$ cat src/verilog/mipsPkg.sv
// widths, opcodes, instruction union and pipeline stage records of the MIPS core
`default_nettype none

package mipsPkg;

    localparam int dataWidth = 32;
    localparam int regAddrWidth = 5;

    typedef logic [dataWidth-1:0] word_t;
    typedef logic [regAddrWidth-1:0] regAddr_t;

    // primary opcodes kept by this core
    typedef enum logic [5:0] {
        opSpecial = 6'h00,
        opBeq     = 6'h04,
        opAddi    = 6'h08,
        opLw      = 6'h23,
        opSw      = 6'h2b
    } opcode_t;

    // R-type function codes
    typedef enum logic [5:0] {
        fnAdd = 6'h20,
        fnSub = 6'h22,
        fnAnd = 6'h24,
        fnOr  = 6'h25,
        fnSlt = 6'h2a
    } funct_t;

    typedef enum logic [2:0] {
        aluAdd,
        aluSub,
        aluAnd,
        aluOr,
        aluSlt
    } aluOp_t;

    typedef struct packed {
        opcode_t  opcode;
        regAddr_t rs;
        regAddr_t rt;
        regAddr_t rd;
        logic [4:0] shamt;
        funct_t   funct;
    } rInstr_t;

    typedef struct packed {
        opcode_t  opcode;
        regAddr_t rs;
        regAddr_t rt;
        logic [15:0] imm16;
    } iInstr_t;

    // one fetched word, seen as R-type or I-type
    typedef union packed {
        rInstr_t r;
        iInstr_t i;
    } instr_t;

    typedef struct packed {
        logic   regWrite;
        logic   memRead;
        logic   memWrite;
        logic   branch;
        logic   aluSrcImm;
        logic   regDstRd;
        aluOp_t aluOp;
    } ctrl_t;

    typedef struct packed {
        ctrl_t    ctrl;
        regAddr_t rs;
        regAddr_t rt;
        regAddr_t dst;
        word_t    rsData;
        word_t    rtData;
        word_t    imm;
        word_t    branchTarget;
    } idEx_t;

    typedef struct packed {
        logic     regWrite;
        logic     memRead;
        logic     memWrite;
        word_t    aluResult;
        word_t    storeData;
        regAddr_t dst;
    } exMem_t;

    typedef struct packed {
        logic     regWrite;
        logic     memRead;
        word_t    aluResult;
        word_t    loadData;
        regAddr_t dst;
    } memWb_t;

    typedef struct packed {
        word_t addr;
        word_t wdata;
        logic  read;
        logic  write;
    } dmemReq_t;

    typedef struct packed {
        logic     valid;
        regAddr_t addr;
        word_t    value;
    } retire_t;

    typedef enum logic [1:0] {
        fwdReg,
        fwdExMem,
        fwdMemWb
    } fwdSel_t;

endpackage

`default_nettype wire

$ cat src/verilog/decodeStage.sv
// control decode, immediate extension, branch target and ID/EX register
`timescale 1ns/1ps
`default_nettype none

module decodeStage (
    input  wire                    clk,
    input  wire                    rstN,
    input  wire  mipsPkg::instr_t  ifInstr,
    input  wire  mipsPkg::word_t   ifPcNext,
    input  wire  mipsPkg::word_t   rsData,
    input  wire  mipsPkg::word_t   rtData,
    input  wire                    stall,
    input  wire                    flush,
    output mipsPkg::idEx_t         idEx
);
    import mipsPkg::*;

    ctrl_t ctrl;
    word_t immExt;
    idEx_t idExD;
    ctrl_t ctrlQ;
    idEx_t payloadQ;
    logic  bubble;

    // R-type operation is picked from funct in EX
    always_comb begin
        ctrl = '0;
        ctrl.aluOp = aluAdd;
        case (ifInstr.i.opcode)
            opSpecial: begin
                ctrl.regDstRd = 1'b1;
                case (ifInstr.r.funct)
                    fnAdd, fnSub, fnAnd, fnOr, fnSlt: ctrl.regWrite = 1'b1;
                    default: ctrl.regWrite = 1'b0;
                endcase
            end
            opAddi: begin
                ctrl.regWrite = 1'b1;
                ctrl.aluSrcImm = 1'b1;
            end
            opLw: begin
                ctrl.regWrite = 1'b1;
                ctrl.memRead = 1'b1;
                ctrl.aluSrcImm = 1'b1;
            end
            opSw: begin
                ctrl.memWrite = 1'b1;
                ctrl.aluSrcImm = 1'b1;
            end
            opBeq: begin
                ctrl.branch = 1'b1;
                ctrl.aluOp = aluSub;
            end
            default: ctrl = '0;
        endcase
    end

    assign immExt = {{(dataWidth-16){ifInstr.i.imm16[15]}}, ifInstr.i.imm16};

    always_comb begin
        idExD.ctrl = ctrl;
        idExD.rs = ifInstr.r.rs;
        idExD.rt = ifInstr.r.rt;
        idExD.dst = ctrl.regDstRd ? ifInstr.r.rd : ifInstr.i.rt;
        idExD.rsData = rsData;
        idExD.rtData = rtData;
        idExD.imm = immExt;
        // word offset relative to the next sequential PC
        idExD.branchTarget = ifPcNext + (immExt << 2);
    end

    assign bubble = stall || flush;

    always_ff @(posedge clk or negedge rstN) begin
        if (!rstN) begin
            ctrlQ <= '0;
        end else if (bubble) begin
            ctrlQ <= '0;
        end else begin
            ctrlQ <= idExD.ctrl;
        end
    end

    always_ff @(posedge clk) begin
        payloadQ <= idExD;
    end

    always_comb begin
        idEx = payloadQ;
        idEx.ctrl = ctrlQ;
    end

endmodule

`default_nettype wire

$ cat src/verilog/executeStage.sv
// ALU control, ALU, operand forwarding, beq resolution and EX/MEM register
`timescale 1ns/1ps
`default_nettype none

module executeStage (
    input  wire                    clk,
    input  wire                    rstN,
    input  wire  mipsPkg::idEx_t   idEx,
    input  wire  mipsPkg::fwdSel_t fwdA,
    input  wire  mipsPkg::fwdSel_t fwdB,
    input  wire  mipsPkg::word_t   exMemFwd,
    input  wire  mipsPkg::word_t   wbFwd,
    output mipsPkg::exMem_t        exMem,
    output logic                   branchTaken,
    output mipsPkg::word_t         branchTarget
);
    import mipsPkg::*;

    word_t  opA;
    word_t  opB;
    word_t  aluB;
    word_t  aluResult;
    aluOp_t aluSel;
    exMem_t exMemD;
    exMem_t payloadQ;
    logic   regWriteQ;
    logic   memReadQ;
    logic   memWriteQ;

    always_comb begin
        case (fwdA)
            fwdExMem: opA = exMemFwd;
            fwdMemWb: opA = wbFwd;
            default:  opA = idEx.rsData;
        endcase
        case (fwdB)
            fwdExMem: opB = exMemFwd;
            fwdMemWb: opB = wbFwd;
            default:  opB = idEx.rtData;
        endcase
    end

    assign aluB = idEx.ctrl.aluSrcImm ? idEx.imm : opB;

    // R-type funct sits in the low bits of the immediate field
    always_comb begin
        aluSel = idEx.ctrl.aluOp;
        if (idEx.ctrl.regDstRd) begin
            case (funct_t'(idEx.imm[5:0]))
                fnSub:   aluSel = aluSub;
                fnAnd:   aluSel = aluAnd;
                fnOr:    aluSel = aluOr;
                fnSlt:   aluSel = aluSlt;
                default: aluSel = aluAdd;
            endcase
        end
    end

    always_comb begin
        case (aluSel)
            aluSub:  aluResult = opA - aluB;
            aluAnd:  aluResult = opA & aluB;
            aluOr:   aluResult = opA | aluB;
            aluSlt:  aluResult = {{(dataWidth-1){1'b0}}, $signed(opA) < $signed(aluB)};
            default: aluResult = opA + aluB;
        endcase
    end

    // beq compares forwarded operands directly
    assign branchTaken = idEx.ctrl.branch && (opA == opB);
    assign branchTarget = idEx.branchTarget;

    always_comb begin
        exMemD.regWrite = idEx.ctrl.regWrite;
        exMemD.memRead = idEx.ctrl.memRead;
        exMemD.memWrite = idEx.ctrl.memWrite;
        exMemD.aluResult = aluResult;
        exMemD.storeData = opB;
        exMemD.dst = idEx.dst;
    end

    always_ff @(posedge clk or negedge rstN) begin
        if (!rstN) begin
            regWriteQ <= 1'b0;
            memReadQ <= 1'b0;
            memWriteQ <= 1'b0;
        end else begin
            regWriteQ <= exMemD.regWrite;
            memReadQ <= exMemD.memRead;
            memWriteQ <= exMemD.memWrite;
        end
    end

    always_ff @(posedge clk) begin
        payloadQ <= exMemD;
    end

    always_comb begin
        exMem = payloadQ;
        exMem.regWrite = regWriteQ;
        exMem.memRead = memReadQ;
        exMem.memWrite = memWriteQ;
    end

endmodule

`default_nettype wire

$ cat src/verilog/fetchStage.sv
// program counter, next-PC select and IF/ID register
`timescale 1ns/1ps
`default_nettype none

module fetchStage #(
    parameter mipsPkg::word_t resetPc = '0
) (
    input  wire                    clk,
    input  wire                    rstN,
    input  wire                    stall,
    input  wire                    branchTaken,
    input  wire  mipsPkg::word_t   branchTarget,
    input  wire  mipsPkg::word_t   imemData,
    output mipsPkg::word_t         imemAddr,
    output mipsPkg::instr_t        ifInstr,
    output mipsPkg::word_t         ifPcNext
);
    import mipsPkg::*;

    word_t pc;
    word_t pcPlus4;

    assign pcPlus4 = pc + 32'd4;
    assign imemAddr = pc;

    // a taken branch wins over a stall
    always_ff @(posedge clk or negedge rstN) begin
        if (!rstN) begin
            pc <= resetPc;
        end else if (branchTaken) begin
            pc <= branchTarget;
        end else if (!stall) begin
            pc <= pcPlus4;
        end
    end

    // all-zero word decodes to no controls
    always_ff @(posedge clk or negedge rstN) begin
        if (!rstN) begin
            ifInstr <= '0;
        end else if (branchTaken) begin
            ifInstr <= '0;
        end else if (!stall) begin
            ifInstr <= imemData;
        end
    end

    always_ff @(posedge clk) begin
        if (!stall) begin
            ifPcNext <= pcPlus4;
        end
    end

endmodule

`default_nettype wire

$ cat src/verilog/hazardUnit.sv
// forwarding selects, load-use stall and flush control
`timescale 1ns/1ps
`default_nettype none

module hazardUnit (
    input  wire  mipsPkg::instr_t  ifInstr,
    input  wire  mipsPkg::idEx_t   idEx,
    input  wire  mipsPkg::exMem_t  exMem,
    input  wire  mipsPkg::memWb_t  memWb,
    input  wire                    branchTaken,
    output logic                   stall,
    output logic                   flush,
    output mipsPkg::fwdSel_t       fwdA,
    output mipsPkg::fwdSel_t       fwdB
);
    import mipsPkg::*;

    // newest producer first, r0 never forwarded
    function automatic fwdSel_t pickSource(input regAddr_t src);
        fwdSel_t sel;
        if (exMem.regWrite && exMem.dst != '0 && exMem.dst == src) begin
            sel = fwdExMem;
        end else if (memWb.regWrite && memWb.dst != '0 && memWb.dst == src) begin
            sel = fwdMemWb;
        end else begin
            sel = fwdReg;
        end
        return sel;
    endfunction

    assign fwdA = pickSource(idEx.rs);
    assign fwdB = pickSource(idEx.rt);

    // rt compared for every format, an occasional extra stall is harmless
    assign stall = idEx.ctrl.memRead && idEx.dst != '0
                   && (idEx.dst == ifInstr.r.rs || idEx.dst == ifInstr.r.rt);

    assign flush = branchTaken || stall;

endmodule

`default_nettype wire

$ cat src/verilog/memWbStage.sv
// data memory request, MEM/WB register and write-back select
`timescale 1ns/1ps
`default_nettype none

module memWbStage (
    input  wire                    clk,
    input  wire                    rstN,
    input  wire  mipsPkg::exMem_t  exMem,
    input  wire  mipsPkg::word_t   dmemRdata,
    output mipsPkg::dmemReq_t      dmemReq,
    output mipsPkg::memWb_t        memWb,
    output mipsPkg::retire_t       retire,
    output mipsPkg::word_t         wbFwd
);
    import mipsPkg::*;

    memWb_t payloadQ;
    logic   regWriteQ;
    logic   memReadQ;

    // memory answers in the same cycle
    always_comb begin
        dmemReq.addr = exMem.aluResult;
        dmemReq.wdata = exMem.storeData;
        dmemReq.read = exMem.memRead;
        dmemReq.write = exMem.memWrite;
    end

    always_ff @(posedge clk or negedge rstN) begin
        if (!rstN) begin
            regWriteQ <= 1'b0;
            memReadQ <= 1'b0;
        end else begin
            regWriteQ <= exMem.regWrite;
            memReadQ <= exMem.memRead;
        end
    end

    always_ff @(posedge clk) begin
        payloadQ.aluResult <= exMem.aluResult;
        payloadQ.loadData <= dmemRdata;
        payloadQ.dst <= exMem.dst;
    end

    always_comb begin
        memWb.regWrite = regWriteQ;
        memWb.memRead = memReadQ;
        memWb.aluResult = payloadQ.aluResult;
        memWb.loadData = payloadQ.loadData;
        memWb.dst = payloadQ.dst;
    end

    assign wbFwd = memWb.memRead ? memWb.loadData : memWb.aluResult;

    // every register write shows up here
    always_comb begin
        retire.valid = memWb.regWrite;
        retire.addr = memWb.dst;
        retire.value = wbFwd;
    end

endmodule

`default_nettype wire

$ cat src/verilog/mipsPipeline.sv
// top of the five-stage MIPS pipeline with memory and retire ports
`timescale 1ns/1ps
`default_nettype none

module mipsPipeline #(
    parameter mipsPkg::word_t resetPc = '0
) (
    input  wire                    clk,
    input  wire                    rstN,
    output mipsPkg::word_t         imemAddr,
    input  wire  mipsPkg::word_t   imemData,
    output mipsPkg::dmemReq_t      dmemReq,
    input  wire  mipsPkg::word_t   dmemRdata,
    output mipsPkg::retire_t       retire
);
    import mipsPkg::*;

    instr_t  ifInstr;
    word_t   ifPcNext;
    word_t   rsData;
    word_t   rtData;
    idEx_t   idEx;
    exMem_t  exMem;
    memWb_t  memWb;
    word_t   wbFwd;
    logic    stall;
    logic    flush;
    logic    branchTaken;
    word_t   branchTarget;
    fwdSel_t fwdA;
    fwdSel_t fwdB;

    fetchStage #(.resetPc(resetPc)) fetchStage_inst (
        .clk(clk),
        .rstN(rstN),
        .stall(stall),
        .branchTaken(branchTaken),
        .branchTarget(branchTarget),
        .imemData(imemData),
        .imemAddr(imemAddr),
        .ifInstr(ifInstr),
        .ifPcNext(ifPcNext)
    );

    decodeStage decodeStage_inst (
        .clk(clk),
        .rstN(rstN),
        .ifInstr(ifInstr),
        .ifPcNext(ifPcNext),
        .rsData(rsData),
        .rtData(rtData),
        .stall(stall),
        .flush(flush),
        .idEx(idEx)
    );

    // read ports are addressed straight from IF/ID
    regFile regFile_inst (
        .clk(clk),
        .rstN(rstN),
        .rsAddr(ifInstr.r.rs),
        .rtAddr(ifInstr.r.rt),
        .wb(retire),
        .rsData(rsData),
        .rtData(rtData)
    );

    hazardUnit hazardUnit_inst (
        .ifInstr(ifInstr),
        .idEx(idEx),
        .exMem(exMem),
        .memWb(memWb),
        .branchTaken(branchTaken),
        .stall(stall),
        .flush(flush),
        .fwdA(fwdA),
        .fwdB(fwdB)
    );

    executeStage executeStage_inst (
        .clk(clk),
        .rstN(rstN),
        .idEx(idEx),
        .fwdA(fwdA),
        .fwdB(fwdB),
        .exMemFwd(exMem.aluResult),
        .wbFwd(wbFwd),
        .exMem(exMem),
        .branchTaken(branchTaken),
        .branchTarget(branchTarget)
    );

    memWbStage memWbStage_inst (
        .clk(clk),
        .rstN(rstN),
        .exMem(exMem),
        .dmemRdata(dmemRdata),
        .dmemReq(dmemReq),
        .memWb(memWb),
        .retire(retire),
        .wbFwd(wbFwd)
    );

endmodule

`default_nettype wire

$ cat src/verilog/regFile.sv
// 32-entry register file, two read ports with write bypass, zero register
`timescale 1ns/1ps
`default_nettype none

module regFile (
    input  wire                     clk,
    input  wire                     rstN,
    input  wire  mipsPkg::regAddr_t rsAddr,
    input  wire  mipsPkg::regAddr_t rtAddr,
    input  wire  mipsPkg::retire_t  wb,
    output mipsPkg::word_t          rsData,
    output mipsPkg::word_t          rtData
);
    import mipsPkg::*;

    word_t regs [32];

    // r0 reads zero, a same-cycle write is seen at once
    function automatic word_t readPort(input regAddr_t addr);
        word_t value;
        if (addr == '0) begin
            value = '0;
        end else if (wb.valid && wb.addr == addr) begin
            value = wb.value;
        end else begin
            value = regs[addr];
        end
        return value;
    endfunction

    always_ff @(posedge clk or negedge rstN) begin
        if (!rstN) begin
            for (int i = 0; i < 32; i++) begin
                regs[i] <= '0;
            end
        end else if (wb.valid && wb.addr != '0) begin
            regs[wb.addr] <= wb.value;
        end
    end

    assign rsData = readPort(rsAddr);
    assign rtData = readPort(rtAddr);

endmodule

`default_nettype wire
$ cat config.mk
export PLATFORM = sky130hd
export DESIGN_NAME = mipsPipeline
export DESIGN_NICKNAME = d
export VERILOG_FILES = /design/src/verilog/mipsPkg.sv /design/src/verilog/decodeStage.sv /design/src/verilog/executeStage.sv /design/src/verilog/fetchStage.sv /design/src/verilog/hazardUnit.sv /design/src/verilog/memWbStage.sv /design/src/verilog/mipsPipeline.sv /design/src/verilog/regFile.sv
export SDC_FILE = /design/constraint.sdc
export NUM_CORES = 2
export LEC_CHECK = 0
export BUFFER_PORTS_ARGS = -buffer_cell sky130_fd_sc_hd__buf_2
export CAP_MARGIN = 40
export CORE_MARGIN = 10
export CORE_UTILIZATION = 60
export DETAILED_ROUTE_END_ITERATION = 7
export GPL_TIMING_DRIVEN = 0
export PLACE_DENSITY = 0.86
export RECOVER_POWER = 50
export SYNTH_ARGS = -nofsm -noshare
export SYNTH_HDL_FRONTEND = slang
export SYNTH_SLANG_ARGS = --single-unit
$ cat constraint.sdc
create_clock -name clk -period 7.4 [get_ports clk]
set_input_delay 0.37 -clock clk [delete_from_list [all_inputs] [get_ports clk]]
set_output_delay 0.37 -clock clk [all_outputs]
set_load 0.02 [all_outputs]
==> results.json <==
{
  "status": "complete, but fails checks",
  "drcViolationCount": 257,
  "setup_viol": 0,
  "drt_iter0_markers": 12425,
  "fp.dieW_um": 365.6,
  "vias_per_cell": 7.256,
  "rsz0062_at_grt": "no",
  "rows": 126,
  "slowest_stage": "o21ai_0",
  "critPathMaxStageDelay_ps": 670,
  "cp_max_fo": 10,
  "clk_latency_ps": 820,
  "cts.sinks": 1396,
  "synthArstFlopShare_pct": 78.72,
  "ctsLongestPathBuffers": 3,
  "vias": 66073,
  "criticalPathCategory": "reg2reg",
  "hold_slack_ps": 198.9,
  "routedWlPerCell_um": 33.59,
  "leakagePower_nw": 35.65,
  "ys.flop_type": "dfrtp_1",
  "layout_commonest_cell": "dfrtp_1",
  "hp-class": "in2reg",
  "cts_tree": "built",
  "die_h_um": 365.6,
  "use_met1_pct": 52.93,
  "gp_congestion": 1.103,
  "grt_pass1_wl_mm": 432.0,
  "die_area_sq_um": 133600,
  "synth-seq-cells": 1396,
  "maxSlewHeadroom_pct": -293.4,
  "clock_skew_ps": 41.55,
  "grt_usage_pct": 44.92,
  "use_met2_pct": 63.14,
  "synth_cells": 6799,
  "numPlacedInstances": 8747,
  "fin_crit_ps": 7111,
  "cap_violations": 1,
  "area_growth_pct": 15.45,
  "yosysWarnings": 0,
  "violations": "DRC, capacitance limit, slew limit",
  "cts_root_buffer": "clkbuf_16",
  "n_fill_cell": 8264,
  "peakVddDrop_uv": 257.8,
  "tightest_slew_ps": 5901,
  "p_per_area_nw_per_um2": 226.8,
  "yosysSeqAreaShare_pct": 47.13,
  "worstPathRequired_ps": 8030,
  "grt_pass1_vias": 64105,
  "synth_fp_nets": 6994,
  "post-route-period-util_pct": 96.10,
  "dp_hpwl_mm": 223.2,
  "postSynthAreaPerCell_sq_um": 10.54,
  "crit_buf_inv": 5,
  "crit_chain": "clkbuf_1 > xor2_1 > nor4_2 > buf_2 > buf_2 > clkbuf_1 > o21ai_0 > o21ai_0 > ha_1 > inv_1 > a21oi_1 > o21ba_2 > o31a_1 > o2bb2ai_1 > a31oi_1 > o211ai_1 > o221a_2 > a31oi_1 > a221oi_1 > o22ai_1",
  "nNetsFinal": 7637,
  "synth-edff-count": 32,
  "port_buffers": 201,
  "grt-ovfl-total": 0,
  "drt_pre_antenna_iters": 8,
  "finalHoldViolCount": 0,
  "final_cells": 9106,
  "fmax_mhz": 140.6,
  "drtAntennaViolNets": 0,
  "worstSetupEndpointType": "register",
  "grt_max_degree": 172,
  "io_pins": 202,
  "postCtsSetupBuffers": 0,
  "drive_gt1_share_pct": 16.85,
  "totalWireLength_mm": 305.9,
  "ys_types": 75,
  "cts_made_buffers": 147,
  "path_clk_slew_ps": 60,
  "slew_viol_final": 102,
  "tns_ps": 0,
  "use_met3_pct": 21.81,
  "grt_busiest_layer": "met2",
  "start_util_pct": 60.60,
  "mostFrequentLayoutCells": "dfrtp_1, nand2_1, o21ai_0",
  "cp.arrival_ps": 7740,
  "synth_area_sq_um": 71650,
  "crit_family": "compound AO/OA/AOI/OAI gates",
  "core_area_sq_um": 118200,
  "start_kind": "register",
  "h-tree-depth": 4,
  "antenna_found_initial": 25
}
area by class of cell:
| type | count | area, sq um | share of cell area [%] |
|---|---|---|---|
| Clock inverter | 52 | 635.6 | 0.7684 |
| Antenna cell | 13 | 32.53 | 0.03933 |
| Clock buffer | 212 | 4235 | 5.120 |
| Tap cell | 1536 | 1922 | 2.323 |
| Inverter | 142 | 533.0 | 0.6444 |
| Buffer | 691 | 2930 | 3.543 |
| Sequential cell | 1396 | 33770 | 40.82 |
| Multi-Input combinational cell | 4570 | 34510 | 41.72 |
| Timing Repair Buffer | 494 | 4149 | 5.016 |
through the flow:
stage,power [W],instance area [sq um],setup slack [ps],utilization (%)
2_1_floorplan,0.009733,71650,2105,-
3_3_place_gp,0.01077,74580,-17500,63.07
3_5_place_dp,0.01099,77190,443.5,65.28
4_1_cts,0.01845,82710,412.9,69.95
5_1_grt,0.01905,82690,136.1,69.94
6_report,0.01876,82720,288.8,69.96
routing by layer:
metal | part of all wire [%] | wire length, um
met1 | 32 | 97290
met2 | 41 | 126300
met3 | 17 | 52070
met4 | 9.7 | 29520
met5 | 0.23 | 694
path summary, 6_finish.rpt:
path	start	endpoint	slack (ps)	cells past startpoint
max	memWbStage_inst.memWb[0]$_DFF_P_	executeStage_inst.exMem[65]$_DFF_P_	290	20
min	dmemRdata[25]	memWbStage_inst.memWb[30]$_DFF_P_	200	2
max reg2reg	memWbStage_inst.memWb[0]$_DFF_P_	executeStage_inst.exMem[65]$_DFF_P_	290	20
min reg2reg	fetchStage_inst.ifPcNext[0]$_DFFE_PN_	decodeStage_inst.idEx[0]$_DFF_P_	340	0
max in group asynchronous	rstN	regFile_inst.regs[489]$_DFFE_PN0P_	1230	4
min in group asynchronous	rstN	regFile_inst.regs[379]$_DFFE_PN0P_	2290	2
worst register-to-register path, cell delays in order (launching register included):
cell and delay [ps]:
dfxtp_1 430, clkbuf_1 600, xor2_1 180, nor4_2 480
buf_2 370, buf_2 260, clkbuf_1 320, o21ai_0 130
o21ai_0 670, ha_1 320, inv_1 80, a21oi_1 340
o21ba_2 220, o31a_1 170, o2bb2ai_1 130, a31oi_1 620
o211ai_1 200, o221a_2 220, a31oi_1 460, a221oi_1 200
o22ai_1 540
power by group:
part / internal, W / switching (W)
clock: 0.00430 / 0.00334
sequential: 0.00798 / 0.000306
combinational: 0.000951 / 0.00189
state kept, by name, indices dropped and copies added (netlist names):
signal and flops:
regFile_inst.regs 1024, memWbStage_inst.regWriteQ 1, executeStage_inst.memWriteQ 1, executeStage_inst.regWriteQ 1, executeStage_inst.memReadQ 1, fetchStage_inst.ifInstr 32
memWbStage_inst.memWb 69, fetchStage_inst.ifPcNext 32, executeStage_inst.exMem 69, memWbStage_inst.memReadQ 1, fetchStage_inst.imemAddr 32, decodeStage_inst.idEx 133
synth_stat cells, drive strengths merged, types with 11 or more instances:
cell / instances / area share [%]
dfrtp: 1099 / 38
nand2: 843 / 4.4
o21ai: 795 / 5.6
nor2: 630 / 3.3
a21oi: 545 / 3.8
clkbuf: 524 / 2.7
mux4: 476 / 15
mux2i: 279 / 3.9
dfxtp: 265 / 7.4
buf: 167 / 1.3
inv: 142 / 0.74
ha: 126 / 2.2
mux2: 112 / 1.8
o22ai: 91 / 0.79
xnor2: 83 / 1.0
xor2: 76 / 0.93
a221oi: 65 / 0.79
a211oi: 58 / 0.61
nand2b: 36 / 0.31
a21o: 32 / 0.34
edfxtp: 32 / 1.3
nand3: 32 / 0.22
o211ai: 32 / 0.34
o221ai: 31 / 0.38
o21bai: 29 / 0.30
nor3: 22 / 0.16
nor4: 20 / 0.23
o21a: 19 / 0.20
and3: 15 / 0.13
nor2b: 14 / 0.12
a221o: 11 / 0.15
a31oi: 11 / 0.096
nand4: 11 / 0.096
cells by family (layout without fill, tap and decap cells):
kind of cell	count (synthesis)	count (layout)	share of synthesized area (%)
other cells	0	13	0
flops	1396	1396	47.13
buf+inv	833	1591	4.814
simple gates	1659	1659	9.383
xor+xnor	159	159	1.944
fa+ha+maj	129	129	2.284
mux	867	867	20.62
compound gates	1756	1756	13.83
repair_timing:
| action | in CTS | in global routing |
|---|---|---|
| endpoints found under the hold margin | 162 | 0 |
| hold buffers | 65 | 0 |
| resized for setup | 0 | 2 |
| endpoints found under the setup margin | 0 | 3 |
No activity file was read; power rests on OpenSTA's default activity.
